$ cat config.mk
export PLATFORM = sky130hd
export DESIGN_NAME = dac_channel_top
export DESIGN_NICKNAME = d
export VERILOG_FILES = /design/src/hw/dac_pkg.sv /design/src/hw/change_detect.sv /design/src/hw/cmd_link.sv /design/src/hw/dac_cmd_ctrl.sv /design/src/hw/sample_gen.sv /design/src/hw/batch_scaler.sv /design/src/hw/dac_channel_top.sv
export VERILOG_INCLUDE_DIRS = /design/src /design/src/hw
export SDC_FILE = /design/constraint.sdc
export NUM_CORES = 1
export LEC_CHECK = 0
export BUFFER_PORTS_ARGS = -buffer_cell sky130_fd_sc_hd__buf_2
export CAP_MARGIN = 5
export CORE_UTILIZATION = 30
export DETAILED_ROUTE_END_ITERATION = 10
export PLACE_DENSITY = 0.48
export SLEW_MARGIN = 15
export SYNTH_ARGS = -nofsm -noshare
export SYNTH_HDL_FRONTEND = slang
export SYNTH_SLANG_ARGS = --single-unit
$ cat constraint.sdc
create_clock -name ps_clk -period 11.05 [get_ports ps_clk]
set_input_delay 2.21 -clock ps_clk [delete_from_list [all_inputs] [get_ports ps_clk]]
set_output_delay 2.21 -clock ps_clk [all_outputs]
set_load 0.02 [all_outputs]
$ cat src/hw/dac_consts.svh
`ifndef DAC_CONSTS_SVH
`define DAC_CONSTS_SVH

// sample geometry
`define DAC_SAMPLE_W   16
`define DAC_BATCH_SIZE 4

// command field widths
`define DAC_BS_W    8
`define DAC_SCALE_W 4

// galois taps for the per-lane lfsr (x^16 + x^14 + x^13 + x^11 + 1)
`define DAC_LFSR_TAPS 16'hB400

`define DAC_LINK_LAT 2 // cycles from accept to delivery

`endif

$ cat src/hw/dac_pkg.sv
`include "dac_consts.svh"

package dac_pkg;

	typedef enum logic [1:0] {
		OP_CFG,
		OP_PWL,
		OP_TRIG,
		OP_RAND
	} dac_op_e;

	typedef logic [`DAC_BATCH_SIZE-1:0][`DAC_SAMPLE_W-1:0] sample_batch_t;

	typedef struct packed {
		dac_op_e                 op;
		logic                    halt;       // stops the generator, op ignored
		sample_batch_t           seed;       // one seed per lane
		logic [`DAC_SCALE_W-1:0] scale;
		logic [`DAC_BS_W-1:0]    burst_size;
	} ps_cmd_t;

	typedef struct packed {
		logic        pwl_ready;
		logic [15:0] pwl_period; // in samples
	} dac_resp_t;

	function automatic logic [15:0] lfsr_step(input logic [15:0] state);
		if (state[0])
			return (state >> 1) ^ `DAC_LFSR_TAPS;
		return state >> 1;
	endfunction

endpackage

$ cat src/hw/change_detect.sv
module change_detect #(
	parameter type data_t = logic
) (
	input  logic  ps_clk,
	input  logic  ps_rst,
	input  data_t val_i,
	output logic  changed_o
);

	data_t val_q;

	// high for the one cycle where the input differs from last cycle
	assign changed_o = (val_i != val_q);

	always_ff @(posedge ps_clk) begin
		if (ps_rst)
			val_q <= '0;
		else
			val_q <= val_i;
	end

endmodule

$ cat src/hw/cmd_link.sv
`include "dac_consts.svh"

module cmd_link #(
	parameter type payload_t = logic
) (
	input  logic     ps_clk,
	input  logic     ps_rst,
	input  payload_t data_i,
	input  logic     valid_i,
	output payload_t data_o,
	output logic     valid_o,
	output logic     rdy_o,
	output logic     done_o
);

	localparam int CNT_W = $clog2(`DAC_LINK_LAT + 1);

	logic             pend;    // slot holds an undelivered payload
	logic [CNT_W-1:0] lat_cnt;
	logic             accept;

	assign accept  = valid_i && rdy_o;
	assign valid_o = pend && (lat_cnt == '0); // delivery when countdown runs out

	always_ff @(posedge ps_clk) begin
		if (ps_rst) begin
			pend    <= 1'b0;
			lat_cnt <= '0;
			rdy_o   <= 1'b1;
			done_o  <= 1'b0;
		end else begin
			done_o <= valid_o;
			if (accept) begin
				pend    <= 1'b1;
				lat_cnt <= CNT_W'(`DAC_LINK_LAT - 1);
				rdy_o   <= 1'b0;
			end else if (valid_o) begin
				pend  <= 1'b0;
				rdy_o <= 1'b1; // slot freed together with done
			end else if (pend) begin
				lat_cnt <= lat_cnt - 1'b1;
			end
		end
	end

	// single slot, written only when the sender is accepted
	always_ff @(posedge ps_clk) begin
		if (accept)
			data_o <= data_i;
	end

endmodule

$ cat src/hw/dac_cmd_ctrl.sv
`include "dac_consts.svh"

module dac_cmd_ctrl (
	input  logic                    ps_clk,
	input  logic                    ps_rst,
	input  logic                    run_pwl_i,
	input  logic                    run_trig_i,
	input  logic                    run_rand_i,
	input  dac_pkg::sample_batch_t  seed_i,
	input  logic [`DAC_SCALE_W-1:0] scale_i,
	input  logic [`DAC_BS_W-1:0]    burst_size_i,
	input  logic                    halt_i,
	input  logic                    cmd_rdy_i,
	input  logic                    cmd_done_i,
	input  dac_pkg::dac_resp_t      resp_i,
	input  logic                    resp_valid_i,
	input  logic                    resp_rdy_i,
	output dac_pkg::ps_cmd_t        cmd_o,
	output logic                    cmd_valid_o,
	output logic                    pwl_ready_o,
	output logic [15:0]             pwl_period_o,
	output logic                    cmd_idle_o
);

	import dac_pkg::*;

	typedef enum logic [1:0] {IDLE, SEND, PWL_WAIT, HALT} state_e;

	state_e        state;
	dac_op_e       op_q;
	logic          halt_q;
	sample_batch_t seed_q;
	logic          scale_chg_w;
	logic          bs_chg_w;
	logic          scale_pend;
	logic          bs_pend;

	change_detect #(.data_t(logic [`DAC_SCALE_W-1:0])) scale_chg (
		.ps_clk    (ps_clk),
		.ps_rst    (ps_rst),
		.val_i     (scale_i),
		.changed_o (scale_chg_w)
	);

	change_detect #(.data_t(logic [`DAC_BS_W-1:0])) bs_chg (
		.ps_clk    (ps_clk),
		.ps_rst    (ps_rst),
		.val_i     (burst_size_i),
		.changed_o (bs_chg_w)
	);

	// scale and burst size always go out with their live values
	assign cmd_o = '{op: op_q, halt: halt_q, seed: seed_q,
		scale: scale_i, burst_size: burst_size_i};

	always_ff @(posedge ps_clk) begin
		if (ps_rst) begin
			state        <= IDLE;
			op_q         <= OP_CFG;
			halt_q       <= 1'b0;
			seed_q       <= '0;
			cmd_valid_o  <= 1'b0;
			cmd_idle_o   <= 1'b1;
			scale_pend   <= 1'b0;
			bs_pend      <= 1'b0;
			pwl_ready_o  <= 1'b0;
			pwl_period_o <= '0;
		end else begin
			if (resp_valid_i) begin
				pwl_ready_o  <= resp_i.pwl_ready;
				pwl_period_o <= resp_i.pwl_period;
			end
			if (scale_chg_w)
				scale_pend <= 1'b1;
			if (bs_chg_w)
				bs_pend <= 1'b1;

			if (halt_i) begin
				cmd_valid_o <= 1'b0;
				cmd_idle_o  <= 1'b0;
				state       <= HALT;
			end else begin
				case (state)
					IDLE: begin
						if (cmd_idle_o) begin // strobes only count while idle
							if (run_pwl_i) begin
								op_q       <= OP_PWL;
								cmd_idle_o <= 1'b0;
								if (!pwl_ready_o || !resp_rdy_i)
									state <= PWL_WAIT;
								else
									cmd_valid_o <= 1'b1;
							end else if (run_rand_i) begin
								op_q        <= OP_RAND;
								seed_q      <= seed_i;
								cmd_valid_o <= 1'b1;
								cmd_idle_o  <= 1'b0;
							end else if (run_trig_i) begin
								op_q        <= OP_TRIG;
								cmd_valid_o <= 1'b1;
								cmd_idle_o  <= 1'b0;
							end else if (scale_pend) begin
								op_q        <= OP_CFG;
								scale_pend  <= 1'b0;
								cmd_valid_o <= 1'b1;
								cmd_idle_o  <= 1'b0;
							end else if (bs_pend) begin
								op_q        <= OP_CFG;
								bs_pend     <= 1'b0;
								cmd_valid_o <= 1'b1;
								cmd_idle_o  <= 1'b0;
							end
						end
						if (cmd_valid_o && cmd_rdy_i) begin
							cmd_valid_o <= 1'b0;
							halt_q      <= 1'b0; // one halt per request
							state       <= SEND;
						end
					end
					SEND: begin
						if (cmd_done_i) begin
							state      <= IDLE;
							cmd_idle_o <= 1'b1;
						end
					end
					PWL_WAIT: begin
						// generator must be stopped and able to answer
						if (pwl_ready_o && resp_rdy_i) begin
							cmd_valid_o <= 1'b1;
							state       <= IDLE;
						end
					end
					HALT: begin
						op_q        <= OP_CFG;
						halt_q      <= 1'b1;
						cmd_valid_o <= 1'b1;
						state       <= IDLE;
					end
				endcase
			end
		end
	end

endmodule

$ cat src/hw/sample_gen.sv
`include "dac_consts.svh"

module sample_gen (
	input  logic                    ps_clk,
	input  logic                    ps_rst,
	input  dac_pkg::ps_cmd_t        cmd_i,
	input  logic                    cmd_valid_i,
	input  logic                    dac_rdy_i,
	input  logic                    resp_rdy_i,
	output dac_pkg::dac_resp_t      resp_o,
	output logic                    resp_valid_o,
	output dac_pkg::sample_batch_t  batch_o,
	output logic                    batch_valid_o,
	output logic [`DAC_SCALE_W-1:0] scale_o
);

	import dac_pkg::*;

	localparam int SAMPLE_W = `DAC_SAMPLE_W;

	dac_op_e              mode;
	logic                 running;
	logic                 resp_pend;  // response waiting for the link
	logic [`DAC_BS_W-1:0] bs_q;
	logic [`DAC_BS_W-1:0] k_q;        // batch index within the ramp
	sample_batch_t        lfsr_q;
	logic                 last_batch;
	logic                 step;
	logic                 start;

	assign step       = running && dac_rdy_i;
	assign start      = cmd_valid_i && !cmd_i.halt && (cmd_i.op != OP_CFG);
	assign last_batch = (k_q >= bs_q - 1'b1);

	assign resp_valid_o = resp_pend && resp_rdy_i;
	assign resp_o = '{pwl_ready: !running, pwl_period: 16'(bs_q * `DAC_BATCH_SIZE)};

	always_ff @(posedge ps_clk) begin
		if (ps_rst) begin
			mode          <= OP_CFG;
			running       <= 1'b0;
			resp_pend     <= 1'b0;
			bs_q          <= '0;
			scale_o       <= '0;
			batch_valid_o <= 1'b0;
		end else begin
			batch_valid_o <= step;
			if (resp_valid_o)
				resp_pend <= 1'b0;
			if (step && (mode == OP_TRIG) && last_batch) begin
				running   <= 1'b0;
				resp_pend <= 1'b1; // end of burst is reported too
			end
			if (cmd_valid_i) begin
				scale_o   <= cmd_i.scale;
				bs_q      <= cmd_i.burst_size;
				resp_pend <= 1'b1;
				if (cmd_i.halt) begin
					running <= 1'b0;
				end else if (cmd_i.op != OP_CFG) begin
					mode    <= cmd_i.op;
					running <= (cmd_i.op == OP_RAND) || (cmd_i.burst_size != '0);
				end
			end
		end
	end

	always_ff @(posedge ps_clk) begin
		if (step) begin
			for (int i = 0; i < `DAC_BATCH_SIZE; i++) begin
				if (mode == OP_RAND) begin
					batch_o[i] <= lfsr_q[i];
					lfsr_q[i]  <= lfsr_step(lfsr_q[i]);
				end else begin
					batch_o[i] <= SAMPLE_W'(k_q * `DAC_BATCH_SIZE + i);
				end
			end
			if (mode != OP_RAND)
				k_q <= last_batch ? '0 : k_q + 1'b1;
		end
		// a new mode restarts the ramp and reseeds the lanes
		if (start) begin
			k_q <= '0;
			for (int i = 0; i < `DAC_BATCH_SIZE; i++)
				lfsr_q[i] <= (cmd_i.seed[i] == '0) ? SAMPLE_W'(1) : cmd_i.seed[i];
		end
	end

endmodule

$ cat src/hw/batch_scaler.sv
`include "dac_consts.svh"

module batch_scaler (
	input  logic                    ps_clk,
	input  logic                    ps_rst,
	input  dac_pkg::sample_batch_t  batch_i,
	input  logic                    valid_i,
	input  logic [`DAC_SCALE_W-1:0] scale_i,
	output dac_pkg::sample_batch_t  batch_o,
	output logic                    valid_o
);

	always_ff @(posedge ps_clk) begin
		if (ps_rst)
			valid_o <= 1'b0;
		else
			valid_o <= valid_i;
	end

	// logical shift, every lane by the same amount
	always_ff @(posedge ps_clk) begin
		for (int i = 0; i < `DAC_BATCH_SIZE; i++)
			batch_o[i] <= batch_i[i] >> scale_i;
	end

endmodule

$ cat src/hw/dac_channel_top.sv
`include "dac_consts.svh"

module dac_channel_top (
	input  logic                    ps_clk,
	input  logic                    ps_rst,
	input  logic                    run_pwl_i,
	input  logic                    run_trig_i,
	input  logic                    run_rand_i,
	input  dac_pkg::sample_batch_t  seed_i,
	input  logic [`DAC_SCALE_W-1:0] scale_i,
	input  logic [`DAC_BS_W-1:0]    burst_size_i,
	input  logic                    halt_i,
	input  logic                    dac_rdy_i,
	output dac_pkg::sample_batch_t  batch_o,
	output logic                    batch_valid_o,
	output logic [15:0]             pwl_period_o,
	output logic                    pwl_ready_o,
	output logic                    save_pwl_period_o,
	output logic                    cmd_idle_o
);

	import dac_pkg::*;

	ps_cmd_t                 cmd_in;
	ps_cmd_t                 cmd_out;
	logic                    cmd_in_valid;
	logic                    cmd_out_valid;
	logic                    cmd_rdy;
	logic                    cmd_done;
	dac_resp_t               resp_in;
	dac_resp_t               resp_out;
	logic                    resp_in_valid;
	logic                    resp_out_valid;
	logic                    resp_rdy;
	sample_batch_t           gen_batch;
	logic                    gen_batch_valid;
	logic [`DAC_SCALE_W-1:0] gen_scale;

	dac_cmd_ctrl ctrl (
		.ps_clk (ps_clk), .ps_rst (ps_rst),
		.run_pwl_i (run_pwl_i), .run_trig_i (run_trig_i), .run_rand_i (run_rand_i),
		.seed_i (seed_i), .scale_i (scale_i), .burst_size_i (burst_size_i),
		.halt_i (halt_i), .cmd_rdy_i (cmd_rdy), .cmd_done_i (cmd_done),
		.resp_i (resp_out), .resp_valid_i (resp_out_valid), .resp_rdy_i (resp_rdy),
		.cmd_o (cmd_in), .cmd_valid_o (cmd_in_valid),
		.pwl_ready_o (pwl_ready_o), .pwl_period_o (pwl_period_o),
		.cmd_idle_o (cmd_idle_o)
	);

	// processor to generator
	cmd_link #(.payload_t(ps_cmd_t)) cmd_fwd (
		.ps_clk (ps_clk), .ps_rst (ps_rst),
		.data_i (cmd_in), .valid_i (cmd_in_valid),
		.data_o (cmd_out), .valid_o (cmd_out_valid),
		.rdy_o (cmd_rdy), .done_o (cmd_done)
	);

	// status back to the processor side
	cmd_link #(.payload_t(dac_resp_t)) resp_back (
		.ps_clk (ps_clk), .ps_rst (ps_rst),
		.data_i (resp_in), .valid_i (resp_in_valid),
		.data_o (resp_out), .valid_o (resp_out_valid),
		.rdy_o (resp_rdy), .done_o ()
	);

	sample_gen gen (
		.ps_clk (ps_clk), .ps_rst (ps_rst),
		.cmd_i (cmd_out), .cmd_valid_i (cmd_out_valid),
		.dac_rdy_i (dac_rdy_i), .resp_rdy_i (resp_rdy),
		.resp_o (resp_in), .resp_valid_o (resp_in_valid),
		.batch_o (gen_batch), .batch_valid_o (gen_batch_valid),
		.scale_o (gen_scale)
	);

	batch_scaler scaler (
		.ps_clk (ps_clk), .ps_rst (ps_rst),
		.batch_i (gen_batch), .valid_i (gen_batch_valid), .scale_i (gen_scale),
		.batch_o (batch_o), .valid_o (batch_valid_o)
	);

	change_detect #(.data_t(logic [15:0])) period_chg (
		.ps_clk (ps_clk), .ps_rst (ps_rst),
		.val_i (pwl_period_o), .changed_o (save_pwl_period_o)
	);

endmodule

Word level (Yosys, flattened, before mapping)
Cells that the tools add are included.
Word-level totals
  flip-flop bits (word level): 417
  bits of input ports: 83
  output and inout bits: 84
  word-level logic and storage cells: 262
Cells by class
  add/subtract/negate cells: 7
  $lt $le $gt $ge: 1
  equality and inequality tests: 24
  shifts and indexed selects: 4
  mux-type cells: 109
  bitwise logic cells: 9
  reductions and logical operators: 52
Operators with widths (number)
  16-bit 2-to-1 mux: 19
  64-bit 2-to-1 mux: 2
  1-bit 2-to-1 mux: 68
  16-bit zero test: 4
  16-bit by 4-bit right shift with 16-bit output: 4
  2-bit 2-to-1 mux: 13
  10-bit by 2-bit adder with 11-bit output (second input constant): 2
  8-bit != test: 2
  3-bit NOT with 4-bit output: 4
  2-bit nonzero test: 8
  5-bit AND reduction: 3
  2-bit AND reduction: 7
  10-bit by 1-bit adder with 11-bit output (second input constant): 1
  1-bit logical AND: 11
  2-bit == test (second input constant): 5
  10-bit 2-to-1 mux: 1
  3-bit nonzero test: 3
  8-bit by 1-bit adder with 8-bit output (second input constant): 1
  8-bit >= comparator: 1
  8-bit 2-to-1 mux: 1
  2-bit by 1-bit != test with 1-bit output (second input constant): 4
  4-bit by 2-bit != test with 1-bit output (second input constant): 2
  4-bit by 3-bit != test with 1-bit output (second input constant): 2
  2-bit case mux with 4 select lines: 1
  20 further kinds: 37

Logic depth before layout (Yosys ltp)
  word-level depth: 10
  gate-level depth with buffers: 10
  depth with buffers taken out: 10

Cells and area by module
A second synthesis with hierarchy kept.
Unflattened totals
  cells, all modules: 1654
  area, all modules: 18509.0 um^2
By module, submodules not included
  sample_gen: instances 1, cells an instance 628, area an instance 6735.2 um^2, sequential area each 4344.2 um^2
  batch_scaler: instances 1, cells an instance 383, area an instance 3892.5 um^2, sequential area each 1301.2 um^2
  dac_cmd_ctrl: instances 1, cells an instance 409, area an instance 3493.4 um^2, sequential area each 1801.7 um^2
  cmd_link (cmd_fwd): instances 1, cells an instance 101, area an instance 2605.0 um^2, sequential area each 2472.4 um^2
  cmd_link (resp_back): instances 1, cells an instance 39, area an instance 743.2 um^2, sequential area each 610.6 um^2
  change_detect (period_chg): instances 1, cells an instance 54, area an instance 596.8 um^2, sequential area each 320.3 um^2
  change_detect (ctrl.bs_chg): instances 1, cells an instance 27, area an instance 296.5 um^2, sequential area each 160.2 um^2
  change_detect (ctrl.scale_chg): instances 1, cells an instance 13, area an instance 146.4 um^2, sequential area each 80.1 um^2

Least setup slack after synthesis
Ideal clock, no wire load.
  path kind: input-to-reg
  start point: input port dac_rdy_i
  end point: register gen.lfsr_q[0] in the netlist's numbering, enable pin
  library setup time: 574 ps
  data arrival time: 6831 ps
  data required time: 10476 ps
  slack: 3645 ps
  cell stages on the path: 2
  buffers on the path: 0
  cells stage by stage: nand2_1 > o21ai_0
On the way
  word-level cells in the longest chain between the ends: 3
RTL lines
  start, declared: RTL line dac_channel_top.sv:13  | input logic dac_rdy_i,
  1-bit logical AND: RTL line sample_gen.sv:31  | assign step = running && dac_rdy_i;
  2-bit nonzero test (no line)
  2-bit AND reduction (no line)
  end signal, assigned by index: RTL line sample_gen.sv:73  | lfsr_q[i] <= lfsr_step(lfsr_q[i]);
  end signal, assigned by index: RTL line sample_gen.sv:85  | lfsr_q[i] <= (cmd_i.seed[i] == '0) ? SAMPLE_W'(1) : cmd_i.seed[i];
  end, declared: RTL line sample_gen.sv:26  | sample_batch_t lfsr_q;
Every way passes these cells.
A chain may end at the register's enable or synchronous reset.

Worst setup path after layout
  start point: register ctrl.pwl_period_o[9]
  end point: output port save_pwl_period_o
On the way
  word-level cells in the longest chain between the ends: 1
RTL lines
  start, declared: RTL line dac_cmd_ctrl.sv:21  | output logic [15:0] pwl_period_o,
  start signal, assigned: RTL line dac_cmd_ctrl.sv:71  | pwl_period_o <= resp_i.pwl_period;
  8-bit != test: RTL line change_detect.sv:13  | assign changed_o = (val_i != val_q);
  end, declared: RTL line dac_channel_top.sv:18  | output logic save_pwl_period_o,
Every way passes these cells.

==> summary.txt <==
Synthesis
  • Sequential area share after synthesis: 61.1%
  • Synthesized flop and latch total: 417
  • Syn avg cell area: 10.7 µm²
  • Post-synth ARST share: 0%
  • Synth unique cells: 62
  • Post-Syn Area: 17200 µm²
  • Main synth FF type: edfxtp_1
  • Post-synth EDFFs: 216
  • Cells after Synth: 1604
  • Ys Warns: 0

Floorplan
  • Initial core utilization: 30.4%
  • DIE AREA: 58300 µm²
  • Die height: 241 µm
  • Die Width: 241 µm
  • Placeable Area: 56500 µm²
  • # rows: 87
  • I/O pins: 167

Timing
  • Unrepaired setup endpoints after global routing: false
  • Max Transition Viols Final: 0
  • Slew @ Worst Pin: 0.987 ns
  • Clock Skews: 0.0392 ns
  • Fmax: 259 MHz
  • Fin. Hold Viols: 0
  • Final setup fails: 0
  • Setup slack after layout: 7.20 ns
  • Worst slew margin: 34.2%
  • Crit share post-route: 34.9%
  • Total negative slack: 0 ns
  • Fin crit period: 3.85 ns

Worst setup path
  • CP cell instances: xor2_1 > nor4_1 > nand2_1 > buf_2
  • Setup crit end kind: output port
  • R2R setup slack: 7.95 ns
  • Worst setup SP type: flop
  • R2r worst-path depth: 8
  • Crit path DAT: 1.64 ns
  • Critical Path Max Stage Delay: 0.34 ns
  • CP Class: reg2out
  • CP delay by family, top: simple AND/OR/NAND/NOR gates
  • FF-to-FF End: gen.lfsr_q[47]$_DFFE_PP_
  • Start of the worst register-to-register path: cmd_fwd.lat_cnt[0]$_SDFFE_PP0P_
  • Bufs and invs on worst path: 1
  • Critical path peak fanout: 4
  • Req. time, crit path: 8.84 ns
  • CP max-delay cell: dfxtp_1

Finish
  • Filler cell count in the final layout: 5688
  • Multi-input logic area: 6140 µm²
  • Final #Nets: 1838
  • Share of cells above drive strength 1: 18.0%
  • Area delta synth->final: 17.1%
  • Sequential cell area: 10500 µm²
  • Most common cell after layout, fill and taps aside: nand2_1
  • Most frequent cells in the layout: 448 x nand2_1, 216 x edfxtp_1, 198 x dfxtp_1

Pwr
  • Clock share of power: 42.9%
  • Logic gate share of total power: 8.0%
  • Seq pwr share: 49.1%
  • Switching Fraction: 23.8%
  • Sw power: 848 µW
  • Pwr dens: 177 nW/µm²
  • Peak VDD IR: 0.0000929 V
  • Internal: 2710 µW
  • LEAKAGE: 0.00744 µW

Placed design
  • GPL Wtd Cong: 0.796
  • Dpl hpwl: 29.1 mm
  • IO buf count: 158
  • Setup Slack @ Placement: 6.97 ns

Clock tree
  • H-tree depth: 2
  • Root Driver: clkbuf_16
  • Total CTS buffers: 45
  • Setup Fix Bufs, Post-CTS: 0
  • CTS sink cnt: 417
  • Clock Latency Late Sink: 0.59 ns
  • Clock Path Buffers: 3
  • CTS tree: done
  • Post-CTS sizing: 0
  • Worst-path clk slew: 0.06 ns
  • CTS Hold Bufs: 0

Drt
  • DRT Pass-1 Iters: 5
  • Vias per inst: 4.51
  • Post-DR wirelength/cell: 16.0 µm
  • Detailed-route via count: 11420
  • Residual DRC: 0
  • Initial DRC Count: 838
  • Final wirelength: 40.5 mm
  • Final ANT Viol Nets: 0

Min path
  • Worst Hold Launch: ctrl.cmd_o[65]$_SDFFE_PP0P_
  • Hold Path Stages: 0
  • Hold Crit Class: reg2reg
  • Worst Hold End: cmd_fwd.data_o[65]$_DFFE_PP_

Flow run
  • Max-cap violations: 0

Global routing
  • Largest net degree at the start of global routing: 93
  • GR Overflow Total: 0
  • First-pass GRT wire length: 63.4 mm
  • Initial antenna violation count: 3
  • All-layer global routing usage: 13.9%
  • Vias in the first global route: 11110

Outcome
  • Outcome: completed
## synthesized netlist by cell type, drive strengths merged (20+ instances only)
cell	number	area (µm²)
a21oi	133	684
mux2i	37	370
nor2	110	413
edfxtp	216	6490
o21ai	36	180
dfxtp	201	4020
clkbuf	52	199
mux2	34	409
xnor2	28	245
nand2	449	1690
nor2b	25	156
mux4	20	450
buf	42	307
nor4	20	131
inv	22	82.6
and3	29	181
## flip-flops by register name, summed over array words and instances, names as in the netlist, 4 cells and up
name,flops
cmd_fwd.data_o,79
ctrl.cmd_o,64
gen.batch_o,64
gen.lfsr_q,64
scaler.batch_o,64
resp_back.data_o,9
ctrl.bs_chg.val_q,8
ctrl.pwl_period_o,8
gen.bs_q,8
gen.k_q,8
period_chg.val_q,8
ctrl.scale_chg.val_q,4
gen.scale_o,4
## worst max path at each step
stage	end	slack, ns	startpoint	depth (start not counted)
after floorplan	gen.lfsr_q[0]$_DFFE_PP_	3.64	dac_rdy_i	2
after global placement	gen.running$_SDFF_PP0_	7.03	ps_rst	5
after detailed placement	gen.running$_SDFF_PP0_	6.97	ps_rst	5
after CTS	save_pwl_period_o	7.12	ctrl.pwl_period_o[8]$_SDFFE_PP0P_	4
after global routing	save_pwl_period_o	7.09	ctrl.pwl_period_o[9]$_SDFFE_PP0P_	4
final	save_pwl_period_o	7.20	ctrl.pwl_period_o[9]$_SDFFE_PP0P_	4
## metrics by stage
step           area [µm²]  cells  hold slack [ns]  utilization, %  total power [µW]
5_1_grt             20100   2530            0.443            35.6              3700
3_5_place_dp        18600   2446            0.415            32.9              2070
3_3_place_gp        18600   2446            0.416            32.9              2060
4_1_cts             20100   2529            0.429            35.6              3600
6_report            20100   2531            0.429            35.6              3560
2_1_floorplan       17200   1611            0.408               -              1970
## kinds of logic (layout without fill, tap and decap cells)
logic type	after synthesis	count (layout)	share of synthesized area (%)
other	1	10	0.0218
adder cells (fa/ha/maj)	18	18	1.31
AND/OR/NAND/NOR	686	686	16.9
XOR/XNOR	44	44	2.24
AO/OA/AOI/OAI	231	231	7.85
flip-flops	417	417	61.1
multiplexers	91	91	7.16
buffers and inverters	116	278	3.42
## worst reg2reg max path: cells and delay by family, from the launching register on
kind,cells,cell delay [ns]
adder cells (fa/ha/maj),1,0.17
AO/OA/AOI/OAI,2,0.37
AND/OR/NAND/NOR,2,0.85
flip-flops,1,0.32
buffers and inverters,3,0.97
## cell type report
class | instances | share of cell area (%)
Clock inverter | 18 | 1.07
Antenna cell | 2 | 0.0249
Sequential cell | 417 | 52.2
Multi-Input combinational cell | 1078 | 30.5
Inverter | 22 | 0.410
Timing Repair Buffer | 173 | 4.50
Clock buffer | 65 | 6.52
Tap cell | 756 | 4.70
## layer usage
| metal | up-vias | track usage (%) | routed length (µm) |
|---|---|---|---|
| li1 | 5813 | - | - |
| met1 | 5300 | 21.0 | 21300 |
| met2 | 249 | 19.7 | 16300 |
| met3 | 56 | 2.70 | 2050 |
| met4 | 2 | 4.45 | 812 |
| met5 | - | 0 | 8 |
## power by group through the flow
stage	clock network (µW)	registers (µW)	logic, µW
after detailed placement	0	1780	288
after global routing	1630	1750	319
after CTS	1570	1750	289
after global placement	0	1780	284
final	1530	1750	284
after floorplan	0	1800	168
(Power assumes the default switching activity.)
